`config.mk`:
```
export PLATFORM = sky130hd
export DESIGN_NAME = arcade_ctrl_top
export DESIGN_NICKNAME = d
export VERILOG_FILES = /design/src/arcade_ctrl_pkg.sv /design/src/key_tracker.sv /design/src/joy_rotator.sv /design/src/input_combiner.sv /design/src/arcade_ctrl_top.sv
export VERILOG_INCLUDE_DIRS = /design/src
export SDC_FILE = /design/constraint.sdc
export NUM_CORES = 1
export LEC_CHECK = 0
export BUFFER_PORTS_ARGS = -buffer_cell sky130_fd_sc_hd__buf_4
export CAP_MARGIN = 20
export CORE_MARGIN = 2
export CORE_UTILIZATION = 38
export CTS_BUF_LIST = sky130_fd_sc_hd__clkbuf_4 sky130_fd_sc_hd__clkbuf_8
export DETAILED_ROUTE_END_ITERATION = 10
export GPL_TIMING_DRIVEN = 0
export PLACE_DENSITY_LB_ADDON = 0.12
export RECOVER_POWER = 50
export SKIP_LAST_GASP = 1
export SLEW_MARGIN = 20
export SYNTH_ARGS = -nofsm -noshare
export SYNTH_HDL_FRONTEND = slang
export SYNTH_SLANG_ARGS = --single-unit
```
`constraint.sdc`:
```
create_clock -name clk_sys -period 3.87 [get_ports clk_sys]
set_clock_uncertainty 0.15 [all_clocks]
set_input_delay 0.5805 -clock clk_sys [delete_from_list [all_inputs] [get_ports clk_sys]]
set_output_delay 0.5805 -clock clk_sys [all_outputs]
set_load 0.1 [all_outputs]
```
`src/arcade_ctrl_config.svh`:
```
`ifndef ARCADE_CTRL_CONFIG_SVH
`define ARCADE_CTRL_CONFIG_SVH

// Vector widths
`define PLAYER_BITS 6
`define SYS_BITS    4
`define JOY_BITS    8

// Bit positions in player_t
`define PB_RIGHT  0
`define PB_LEFT   1
`define PB_DOWN   2
`define PB_UP     3
`define PB_FIRE_A 4
`define PB_FIRE_B 5

// Bit positions in sys_t
`define SB_COIN1  0
`define SB_COIN2  1
`define SB_START1 2
`define SB_START2 3

// Joystick word, bits 0 to 5 as in player_t
`define JB_COIN  6
`define JB_START 7

// PS/2 set 2 prefixes
`define SC_PREFIX_EXT   8'hE0
`define SC_PREFIX_BREAK 8'hF0

// Player 1, arrows need E0
`define SC_P1_RIGHT  8'h74
`define SC_P1_LEFT   8'h6B
`define SC_P1_DOWN   8'h72
`define SC_P1_UP     8'h75
`define SC_P1_FIRE_A 8'h14 // Ctrl
`define SC_P1_FIRE_B 8'h11 // Alt

// Player 2, WASD block
`define SC_P2_RIGHT  8'h23
`define SC_P2_LEFT   8'h1C
`define SC_P2_DOWN   8'h1B
`define SC_P2_UP     8'h1D
`define SC_P2_FIRE_A 8'h15
`define SC_P2_FIRE_B 8'h24

// System keys 5 6 1 2
`define SC_COIN1  8'h2E
`define SC_COIN2  8'h36
`define SC_START1 8'h16
`define SC_START2 8'h1E

`endif

```
`src/arcade_ctrl_pkg.sv`:
```
`include "arcade_ctrl_config.svh"

package arcade_ctrl_pkg;

	// Scancode parser, prefix tracking
	typedef enum logic [1:0] {
		KS_IDLE      = 2'd0,
		KS_EXT       = 2'd1, // after E0
		KS_BREAK     = 2'd2, // after F0
		KS_EXT_BREAK = 2'd3  // after E0 F0
	} kbd_state_e;

	// Screen rotation opcodes
	typedef enum logic [1:0] {
		ROT_NONE = 2'd0,
		ROT_CW   = 2'd1,
		ROT_CCW  = 2'd2,
		ROT_FLIP = 2'd3
	} rot_e;

	// right, left, down, up, fire A, fire B
	typedef logic [`PLAYER_BITS-1:0] player_t;

	// coin1, coin2, start1, start2
	typedef logic [`SYS_BITS-1:0] sys_t;

endpackage

```
`src/key_tracker.sv`:
```
`timescale 1ns/10ps
`include "arcade_ctrl_config.svh"

module key_tracker import arcade_ctrl_pkg::*; (
	input  logic       clk_sys,
	input  logic       rst_n_i,
	input  logic       key_strobe_i,
	input  logic [7:0] key_byte_i,
	output player_t    kbd_p1_o,
	output player_t    kbd_p2_o,
	output sys_t       kbd_sys_o
);

	kbd_state_e state;
	logic       ext;
	logic       brk;

	// One-hot hits for the current byte
	player_t hit_p1;
	player_t hit_p2;
	sys_t    hit_sys;

	assign ext = (state == KS_EXT) || (state == KS_EXT_BREAK);
	assign brk = (state == KS_BREAK) || (state == KS_EXT_BREAK);

	// Scancode table
	always_comb begin
		hit_p1  = '0;
		hit_p2  = '0;
		hit_sys = '0;

		if (ext) begin
			case (key_byte_i)
				`SC_P1_RIGHT: hit_p1[`PB_RIGHT] = 1'b1;
				`SC_P1_LEFT:  hit_p1[`PB_LEFT]  = 1'b1;
				`SC_P1_DOWN:  hit_p1[`PB_DOWN]  = 1'b1;
				`SC_P1_UP:    hit_p1[`PB_UP]    = 1'b1;
				default: ;
			endcase
		end

		// Left or right Ctrl/Alt
		case (key_byte_i)
			`SC_P1_FIRE_A: hit_p1[`PB_FIRE_A] = 1'b1;
			`SC_P1_FIRE_B: hit_p1[`PB_FIRE_B] = 1'b1;
			default: ;
		endcase

		if (!ext) begin
			case (key_byte_i)
				`SC_P2_RIGHT:  hit_p2[`PB_RIGHT]   = 1'b1;
				`SC_P2_LEFT:   hit_p2[`PB_LEFT]    = 1'b1;
				`SC_P2_DOWN:   hit_p2[`PB_DOWN]    = 1'b1;
				`SC_P2_UP:     hit_p2[`PB_UP]      = 1'b1;
				`SC_P2_FIRE_A: hit_p2[`PB_FIRE_A]  = 1'b1;
				`SC_P2_FIRE_B: hit_p2[`PB_FIRE_B]  = 1'b1;
				`SC_COIN1:     hit_sys[`SB_COIN1]  = 1'b1;
				`SC_COIN2:     hit_sys[`SB_COIN2]  = 1'b1;
				`SC_START1:    hit_sys[`SB_START1] = 1'b1;
				`SC_START2:    hit_sys[`SB_START2] = 1'b1;
				default: ;
			endcase
		end
	end

	// Prefix FSM
	always_ff @(posedge clk_sys) begin
		if (!rst_n_i) begin
			state <= KS_IDLE;
		end else if (key_strobe_i) begin
			if (key_byte_i == `SC_PREFIX_EXT) begin
				state <= brk ? KS_EXT_BREAK : KS_EXT;
			end else if (key_byte_i == `SC_PREFIX_BREAK) begin
				state <= ext ? KS_EXT_BREAK : KS_BREAK;
			end else begin
				state <= KS_IDLE; // code complete, mapped or not
			end
		end
	end

	// Held-key bits
	always_ff @(posedge clk_sys) begin
		if (!rst_n_i) begin
			kbd_p1_o  <= '0;
			kbd_p2_o  <= '0;
			kbd_sys_o <= '0;
		end else if (key_strobe_i && key_byte_i != `SC_PREFIX_EXT &&
			key_byte_i != `SC_PREFIX_BREAK) begin
			if (brk) begin
				kbd_p1_o  <= kbd_p1_o & ~hit_p1;
				kbd_p2_o  <= kbd_p2_o & ~hit_p2;
				kbd_sys_o <= kbd_sys_o & ~hit_sys;
			end else begin
				kbd_p1_o  <= kbd_p1_o | hit_p1;
				kbd_p2_o  <= kbd_p2_o | hit_p2;
				kbd_sys_o <= kbd_sys_o | hit_sys;
			end
		end
	end

endmodule

```
`src/joy_rotator.sv`:
```
`timescale 1ns/10ps
`include "arcade_ctrl_config.svh"

module joy_rotator import arcade_ctrl_pkg::*; (
	input  logic                 clk_sys,
	input  logic                 rst_n_i,
	input  logic [`JOY_BITS-1:0] joy0_i,
	input  logic [`JOY_BITS-1:0] joy1_i,
	input  logic                 swap_i,
	input  logic                 rotate_i,
	input  rot_e                 orient_i,
	output player_t              joy_p1_o,
	output player_t              joy_p2_o,
	output sys_t                 joy_sys_o
);

	logic [`JOY_BITS-1:0] src_p1;
	logic [`JOY_BITS-1:0] src_p2;
	rot_e                 rot_eff;
	sys_t                 sys_d;

	// Direction remap, fire bits untouched
	function automatic player_t remap(input logic [`JOY_BITS-1:0] j, input rot_e r);
		player_t p;
		p = j[`PLAYER_BITS-1:0];
		case (r)
			ROT_CW: begin
				p[`PB_UP]    = j[`PB_RIGHT];
				p[`PB_RIGHT] = j[`PB_DOWN];
				p[`PB_DOWN]  = j[`PB_LEFT];
				p[`PB_LEFT]  = j[`PB_UP];
			end
			ROT_CCW: begin
				p[`PB_UP]    = j[`PB_LEFT];
				p[`PB_LEFT]  = j[`PB_DOWN];
				p[`PB_DOWN]  = j[`PB_RIGHT];
				p[`PB_RIGHT] = j[`PB_UP];
			end
			ROT_FLIP: begin
				p[`PB_UP]    = j[`PB_DOWN];
				p[`PB_DOWN]  = j[`PB_UP];
				p[`PB_LEFT]  = j[`PB_RIGHT];
				p[`PB_RIGHT] = j[`PB_LEFT];
			end
			default: ;
		endcase
		return p;
	endfunction

	assign src_p1  = swap_i ? joy1_i : joy0_i;
	assign src_p2  = swap_i ? joy0_i : joy1_i;
	assign rot_eff = rotate_i ? orient_i : ROT_NONE;

	always_comb begin
		sys_d             = '0;
		sys_d[`SB_COIN1]  = src_p1[`JB_COIN];
		sys_d[`SB_START1] = src_p1[`JB_START];
		sys_d[`SB_COIN2]  = src_p2[`JB_COIN];
		sys_d[`SB_START2] = src_p2[`JB_START];
	end

	always_ff @(posedge clk_sys) begin
		if (!rst_n_i) begin
			joy_p1_o  <= '0;
			joy_p2_o  <= '0;
			joy_sys_o <= '0;
		end else begin
			joy_p1_o  <= remap(src_p1, rot_eff);
			joy_p2_o  <= remap(src_p2, rot_eff);
			joy_sys_o <= sys_d;
		end
	end

endmodule

```
`src/input_combiner.sv`:
```
`timescale 1ns/10ps
`include "arcade_ctrl_config.svh"

module input_combiner import arcade_ctrl_pkg::*; (
	input  logic    clk_sys,
	input  logic    rst_n_i,
	input  player_t kbd_p1_i,
	input  player_t kbd_p2_i,
	input  player_t joy_p1_i,
	input  player_t joy_p2_i,
	input  sys_t    kbd_sys_i,
	input  sys_t    joy_sys_i,
	input  logic    one_player_i,
	output player_t p1_o,
	output player_t p2_o,
	output sys_t    sys_o
);

	player_t p1_clean;
	player_t p2_clean;

	// Opposing directions cancel
	function automatic player_t clean(input player_t v);
		player_t c;
		c = v;
		if (v[`PB_LEFT] && v[`PB_RIGHT]) begin
			c[`PB_LEFT]  = 1'b0;
			c[`PB_RIGHT] = 1'b0;
		end
		if (v[`PB_UP] && v[`PB_DOWN]) begin
			c[`PB_UP]   = 1'b0;
			c[`PB_DOWN] = 1'b0;
		end
		return c;
	endfunction

	assign p1_clean = clean(kbd_p1_i | joy_p1_i);
	assign p2_clean = clean(kbd_p2_i | joy_p2_i);

	always_ff @(posedge clk_sys) begin
		if (!rst_n_i) begin
			p1_o  <= '0;
			p2_o  <= '0;
			sys_o <= '0;
		end else begin
			p1_o  <= p1_clean;
			p2_o  <= one_player_i ? p1_clean : p2_clean; // alternating play
			sys_o <= kbd_sys_i | joy_sys_i;
		end
	end

endmodule

```
`src/arcade_ctrl_top.sv`:
```
`timescale 1ns/10ps
`include "arcade_ctrl_config.svh"

module arcade_ctrl_top import arcade_ctrl_pkg::*; (
	input  logic                 clk_sys,
	input  logic                 rst_n_i,
	input  logic                 key_strobe_i,
	input  logic [7:0]           key_byte_i,
	input  logic [`JOY_BITS-1:0] joy0_i,
	input  logic [`JOY_BITS-1:0] joy1_i,
	input  logic                 swap_i,
	input  logic                 rotate_i,
	input  rot_e                 orient_i,
	input  logic                 one_player_i,
	output player_t              p1_o,
	output player_t              p2_o,
	output sys_t                 sys_o
);

	player_t kbd_p1;
	player_t kbd_p2;
	sys_t    kbd_sys;
	player_t joy_p1;
	player_t joy_p2;
	sys_t    joy_sys;

	key_tracker u_key_tracker (
		.clk_sys      (clk_sys),
		.rst_n_i      (rst_n_i),
		.key_strobe_i (key_strobe_i),
		.key_byte_i   (key_byte_i),
		.kbd_p1_o     (kbd_p1),
		.kbd_p2_o     (kbd_p2),
		.kbd_sys_o    (kbd_sys)
	);

	joy_rotator u_joy_rotator (
		.clk_sys   (clk_sys),
		.rst_n_i   (rst_n_i),
		.joy0_i    (joy0_i),
		.joy1_i    (joy1_i),
		.swap_i    (swap_i),
		.rotate_i  (rotate_i),
		.orient_i  (orient_i),
		.joy_p1_o  (joy_p1),
		.joy_p2_o  (joy_p2),
		.joy_sys_o (joy_sys)
	);

	// Both sources registered once, both land 2 cycles out
	input_combiner u_input_combiner (
		.clk_sys      (clk_sys),
		.rst_n_i      (rst_n_i),
		.kbd_p1_i     (kbd_p1),
		.kbd_p2_i     (kbd_p2),
		.joy_p1_i     (joy_p1),
		.joy_p2_i     (joy_p2),
		.kbd_sys_i    (kbd_sys),
		.joy_sys_i    (joy_sys),
		.one_player_i (one_player_i),
		.p1_o         (p1_o),
		.p2_o         (p2_o),
		.sys_o        (sys_o)
	);

endmodule

```
# == Word level (Yosys, flattened, before mapping) ==
# Cells that the tools add are included.
# classes
eq_ne,26
mux,36
bitwise,12
n_reduce_logical,8
# ops
op,n
"8-bit by 5-bit == test with 1-bit output, second input constant",8
"8-bit by 6-bit == test with 1-bit output, second input constant",4
"8-bit by 7-bit == test with 1-bit output, second input constant",4
6-bit 2-to-1 mux,4
6-bit bitwise OR,4
4-bit one-hot mux with 3 select lines,2
1-bit 2-to-1 mux,17
"8-bit == test, second input constant",2
2-bit 2-to-1 mux,8
8-bit 2-to-1 mux,2
"8-bit != test, second input constant",2
6-bit AND,2
4-bit 2-to-1 mux,3
6-bit inverter,2
"2-bit == test, second input constant",4
4-bit bitwise OR,2
1-bit logical AND,6
4-bit AND,1
"2-bit by 1-bit == test with 1-bit output, second input constant",2
4-bit inverter,1
1-bit logical OR,2
# totals
ff_bits,50
in_bits,32
out_inout_bits,16
wordCells,92

# == Logic depth before layout (Yosys ltp) ==
# Gate-level depths: netlist of the first run.
# logic_depth
word_depth,6
ltp_mapped,6
ltp_nobuf,3

# == Cells and area by module ==
# A second synthesis of the first run with hierarchy kept.
# hier_totals
cells_unflattened,230
area_unflattened_um2,2239.6
# by_module_without_submodules
module,n_inst,cells_per_inst,area_per_inst_um2
key_tracker,1,100,915.9
joy_rotator,1,79,782.0
input_combiner,1,51,541.8

# == Worst setup path before layout of the first run ==
# Ideal clock, no wire load.
# synth_path
kind,input to register
start,input swap_i
end,register u_joy_rotator.joy_p2_o[3]
arrival_time_ns,1.497
t_required_ns,3.604
slack_ns,2.107
cell_stages,4
path_buffers,2
path_cell_list,buf_6 buf_12 mux4_2 o211a_1
# synth_via
elab_chain_len,2
# synth_rtl
item,line_no,rtl
"start, declared",arcade_ctrl_top.sv:11,"input logic swap_i,"
8-bit 2-to-1 mux,joy_rotator.sv:51,assign src_p2 = swap_i ? joy0_i : joy1_i;
4-bit one-hot mux with 3 select lines,joy_rotator.sv:26,case (r)
"end signal, assigned",joy_rotator.sv:69,"joy_p2_o <= remap(src_p2, rot_eff);"
"end, declared",joy_rotator.sv:13,"output player_t joy_p2_o,"
# Every way passes these cells.
# A chain may end at the register's enable or synchronous reset.

# == Worst setup path after layout of the first run ==
# layout_path
start,input rst_n_i
end,register u_input_combiner.p2_o[5]
# layout_lines
item,line_no,rtl
"start, declared",arcade_ctrl_top.sv:6,"input logic rst_n_i,"
"end signal, assigned",input_combiner.sv:47,p2_o <= one_player_i ? p1_clean : p2_clean;
"end, declared",input_combiner.sv:15,"output player_t p2_o,"
# No word-level cell between the ends.

==> results of run 1 <==
==> worst register-to-register path: cells and delay by family, from the launching register on <==
family	cells	cell delay (ns)
flops	1	0.43
mux	1	0.22
simple gates	2	0.72
==> cell usage in the layout, fill, tap and decap left out, types with 3 or more instances in the layout <==
cell	instances
dfxtp_1	50
buf_4	41
mux2i_1	32
nand2_1	19
clkbuf_1	13
nor2b_1	13
o211a_1	10
nor2_1	8
nand4_1	8
a22oi_1	8
clkbuf_8	6
mux4_1	5
nor4b_1	4
nor3b_1	4
o21a_1	4
nand4b_1	3
nand3_1	3
mux4_2	3
==> through the flow <==
step           std cells  hold WS, ns  worst slack (ns)  utilization  power [µW]
2_1_floorplan        220       0.2552             2.107            -       717.1
3_3_place_gp         338       0.2754             1.946       0.4680       787.3
3_5_place_dp         338       0.2734             1.963       0.4680       788.4
4_1_cts              346       0.2968             2.198       0.4844        1114
5_1_grt              346       0.3048             1.908       0.4817        1148
6_report             346       0.2879             2.086       0.4817        1098
==> power breakdown <==
| group | switching (µW) | internal (µW) | total (µW) |
|---|---|---|---|
| Combinational | 144 | 85.0 | 229 |
| Sequential | 7.84 | 537 | 545 |
| Clock | 177 | 147 | 324 |
==> final cells by class <==
cell class	count	share of cell area
Sequential cell	50	0.3448
Timing Repair Buffer	43	0.1086
Tap cell	75	0.03233
Inverter	2	0.002586
Clock inverter	2	0.005603
Clock buffer	6	0.02845
Multi-Input combinational cell	152	0.4444
Buffer	16	0.03319
==> routing by layer <==
metal | vias to the layer above | share of wire | track usage | wire length [µm]
met3 | 6 | 0.050 | 0.03660 | 265
li1 | 928 | - | - | -
met2 | 47 | 0.47 | 0.2566 | 2502
met4 | 0 | 0.011 | 0.04399 | 60
met5 | - | 0 | 0 | 0
met1 | 905 | 0.46 | 0.2096 | 2442
==> synth_stat cells (3+ instances only) <==
cell type	number	area share
dfxtp_1	50	0.42
mux2i_1	32	0.13
nand2_1	19	0.030
nor2b_1	13	0.034
o211a_1	10	0.042
clkbuf_1	9	0.014
a22oi_1	8	0.025
nand4_1	8	0.021
nor2_1	8	0.012
mux4_1	5	0.055
nor3b_1	4	0.012
o21a_1	4	0.012
buf_2	3	0.0062
mux4_2	3	0.028
nand3_1	3	0.0062
nand4b_1	3	0.011
nor4b_1	3	0.011
==> final timing paths <==
check / start / end / slack (ns) / cells after the start
setup / recovery: rst_n_i / u_input_combiner.p2_o[5] / 2.09 / 4
hold / removal: u_joy_rotator.joy_sys_o[0] / u_input_combiner.sys_o[0] / 0.29 / 1
hold reg to reg: u_joy_rotator.joy_sys_o[0] / u_input_combiner.sys_o[0] / 0.29 / 1
setup reg to reg: u_key_tracker.state[0] / flop / 2.28 / 3
==> kinds of logic after synthesis <==
family,count (synthesis),share of synthesized area
buf+inv,18,0.04425
mux,40,0.2160
simple gates,78,0.2061
compound gates,34,0.1171
flops,50,0.4164
==> run summary, run 1 <==
CTS tree: built
Share of cells above drive strength 1: 0.2288
Cts repair resizes: 0
Startpoint Class: input pin
CP bufs+invs: 3
CP Max Fanout: 10
PD cells: 378.4 nW/µm²
GRT Util Overall: 0.1573
Antenna violations before repair: 0
IO Count: 48
Headroom to the max-slew limit: 0.6488
Synthesized cell area: 2404 µm²
Root buf cell: clkbuf_8
Register Area: 1001 µm²
Num CTS Buffers: 5
Clock Path Buffers: 2
Largest net degree at the start of global routing: 17
Via count: 1886
# setup viols final: 0
Avg WL per Cell: 15.23 µm
Top_reg_cell synth: dfxtp_1
Routability Congestion: 0.8385
Post-Route WL: 5270 µm
Detailed Place HPWL: 3924 µm
Clock sink total: 50
Minimum clock period: 1.784 ns
Antenna viol nets, final: 0
Filler cell count: 585
Final layout net count: 302
Ys async rst share: 0
Fmax achieved: 560.5 MHz
Crit path DAT: 1.89 ns
Critical setup path kind: input pin to flop
Top cell by count, worst path: clkbuf_1
Setup TNS: 0 ns
Die Y-Extent: 83.53 µm
Register area share after synthesis: 0.4164
Peak VDD IR: 0.2144 mV
Number of synthesized flops with an enable pin: 0
Core area: 6026 µm²
Slew @ Worst Pin: 0.5268 ns
Row count: 28
Worst-Skew Late Latency: 0.30 ns
Area after DPL: 2820 µm²
Pleak: 0.001316 µW
Slew Viols, Final: 0
Final instance area: 2903 µm²
Yosys reg bits: 50
Initial Util: 0.3989
Critical Path End Type: flop
Crit-path cells: clkbuf_1, clkbuf_1, clkbuf_1, o311a_1
Cell variety after synth: 39
Fin crit share: 0.4610
Drt drc: 0
Die width: 83.53 µm
RSZ-0062 raised after global routing: no
Maxcap violations: 0
Syn Inst Count: 220
Run status: finished clean
Drt first pass iters: 4
Ant diodes: 0
Initial DRC Count: 101
Yosys Warn Count: 0
H-Tree Depth: 2
Die area: 6977 µm²
Worst path max stage delay: 0.47 ns
Port buffer count: 43
Critical-path top delay cell: clkbuf_1
CP required: 3.98 ns
Final hold vios: 0
Area Growth Syn to Fin: 20.77%
Global-route wire length before repair: 8942 µm
Cts hold-fix bufs: 0
Mean Syn Cell Area: 10.93 µm²
Hold/Removal Path Class: flop to flop
Total congestion overflow: 0
Largest delay contributor family on the critical path: buffers and inverters
Vias/cell: 5.451
Post-CTS Setup Bufs: 0
Synthesized Nets: 252
Number of global-route vias before repair: 1808
Clock transition at path regs: 0.09 ns
Area of the multi-input gates: 1290 µm²
Power figures use the tool's default switching activity.
==> inputs of run 2 (changes only) <==
==> constraint.sdc (replaced) <==
create_clock -name clk_sys -period 1.6 [get_ports clk_sys]
set_clock_uncertainty 0.15 [all_clocks]
set_input_delay 0.24 -clock clk_sys [delete_from_list [all_inputs] [get_ports clk_sys]]
set_output_delay 0.24 -clock clk_sys [all_outputs]
set_load 0.1 [all_outputs]
==> run 2 against run 1 <==
Against the previous run: clock power rose by 140%; critical path depth fell by 1; first-iteration DRC count fell by 8.9%; sequential power rose by 140%; critical path type is now flop to flop; largest power group unchanged.
==> run summary, run 2 (synthesized netlist as in run 1, its figures left out) <==
# setup viols final: 0 (unchanged)
Clock transition at path regs: 0.09 ns (about the same)
CTS tree: built
Crit path DAT: 1.63 ns (-0.26 ns)
RSZ-0062 raised after global routing: yes
Run status: finished clean
Met3 WL: 278 µm (+4.9%)
PD cells: 912.4 nW/µm² (+140%)
Vias/cell: 5.436 (-0.27%)
Total congestion overflow: 0 (unchanged)
Met2 wire length: 2507 µm (+0.20%)
IO Count: 48 (unchanged)
Routability Congestion: 0.8385 (unchanged)
R2R Setup Slk: 0.06 ns (-2.22 ns)
Initial DRC Count: 92 (-8.9%)
Drt drc: 0 (unchanged)
Slew @ Worst Pin: 0.5217 ns (-0.005067 ns)
Via count: 1881 (-0.27%)
Number of global-route vias before repair: 1808 (unchanged)
Antenna violations before repair: 0 (unchanged)
Detailed Place HPWL: 3924 µm (unchanged)
Fmax achieved: 649.8 MHz
Largest net degree at the start of global routing: 17 (unchanged)
Peak VDD IR: 0.5187 mV (+140%)
Share of cells above drive strength 1: 0.2435 (+0.01476)
Root buf cell: clkbuf_8
Port buffer count: 43 (unchanged)
Final hold vios: 0 (unchanged)
Setup TNS: 0 ns (unchanged)
Hold wc startpoint: joy1_i[7]
CP Max Fanout: 7 (-3)
Met1 WL: 2428 µm (-0.57%)
Avg WL per Cell: 15.24 µm (about the same)
Die area: 6977 µm² (unchanged)
Hold path endpoint: u_joy_rotator.joy_sys_o[3]
Ant diodes: 0 (unchanged)
Final layout net count: 302 (unchanged)
Fin crit share: 0.9618
Core area: 6026 µm² (unchanged)
Hold/Removal Path Class: input pin to flop
H-Tree Depth: 2 (unchanged)
Drt first pass iters: 4 (unchanged)
Worst R2R Path Depth: 3 (unchanged)
Pleak: 0.001325 µW (+0.65%)
Row count: 28 (unchanged)
Die Y-Extent: 83.53 µm (unchanged)
Worst-Skew Late Latency: 0.30 ns (about the same)
Cells on Worst Hold Path: 3 (+2)
Maxcap violations: 0 (unchanged)
Cts hold-fix bufs: 0 (unchanged)
Antenna viol nets, final: 0 (unchanged)
Most frequent cells in the layout: dfxtp_1, buf_4, mux2i_1
Critical Path End Type: flop
Startpoint Class: flop
Commonest non-fill, non-tap cell in the layout: dfxtp_1
Num CTS Buffers: 5 (unchanged)
Critical setup path kind: flop to flop
Minimum clock period: 1.539 ns
Post-CTS Setup Bufs: 0 (unchanged)
RR Startpoint: u_key_tracker.state[0]
Hold slack final: 0.04474 ns (-0.2432 ns)
Global-route wire length before repair: 8942 µm (unchanged)
Cts repair resizes: 0 (unchanged)
CP required: 1.69 ns (-2.29 ns)
Clock sink total: 50 (unchanged)
Headroom to the max-slew limit: 0.6522 (+0.003378)
Initial Util: 0.3989 (unchanged)
Die width: 83.53 µm (unchanged)
GRT Util Overall: 0.1573 (unchanged)
Post-Route WL: 5274 µm (about the same)
Top Layer Used: met4
Clock Path Buffers: 2 (unchanged)
Area Growth Syn to Fin: 21.13%
Slew Viols, Final: 0 (unchanged)
-- run 2: layout make-up --
class,count,area (µm²)
multi-input combinational,152,1296
fill,581,3114
tap,75,93.84
inverter,2,7.507
clock buffer,6,82.58
sequential,50,1001
clock inverter,2,16.27
timing repair buffer,43,322.8
buffer,16,91.34
-- run 2: worst max-delay path, cell delays in order (launching register included) --
cell and delay (ns):
dfxtp_1 0.37, nor4b_4 0.39, nor4b_2 0.35, mux2i_1 0.21
-- run 2: metal layers --
metal  global-route usage  vias up
li1                     -      928
met1               0.2096      894
met2               0.2566       53
met3              0.03660        6
met4              0.04399        0
met5                    0        -
-- run 2: how the worst max path moves through the flow --
stage,to,startpoint,cells past startpoint
finish,flop,u_key_tracker.state[0],3
CTS,flop,u_key_tracker.state[0],3
global route,flop,u_key_tracker.state[0],3
detailed placement,flop,key_byte_i[6],4
global placement,flop,key_byte_i[6],4
floorplan,u_joy_rotator.joy_p2_o[3],swap_i,4
-- run 2: metrics by stage --
| step | setup slack, ns | instances | power, µW | cell area, µm² | util |
|---|---|---|---|---|---|
| 5_1_grt | -0.03354 | 346 | 2778 | 2912 | 0.4832 |
| 3_3_place_gp | 0.01670 | 338 | 1904 | 2820 | 0.4680 |
| 4_1_cts | 0.02028 | 346 | 2695 | 2919 | 0.4844 |
| 3_5_place_dp | 0.03399 | 338 | 1907 | 2820 | 0.4680 |
| 2_1_floorplan | 0.1777 | 220 | 1735 | 2404 | - |
| 6_report | 0.06105 | 346 | 2657 | 2912 | 0.4832 |
-- run 2: report_power, final --
group | total [µW] | internal (µW) | switching (µW)
registers | 1320 | 1300 | 19.0
logic | 555 | 207 | 348
clock network | 782 | 356 | 426
total | 2660 | 1860 | 793
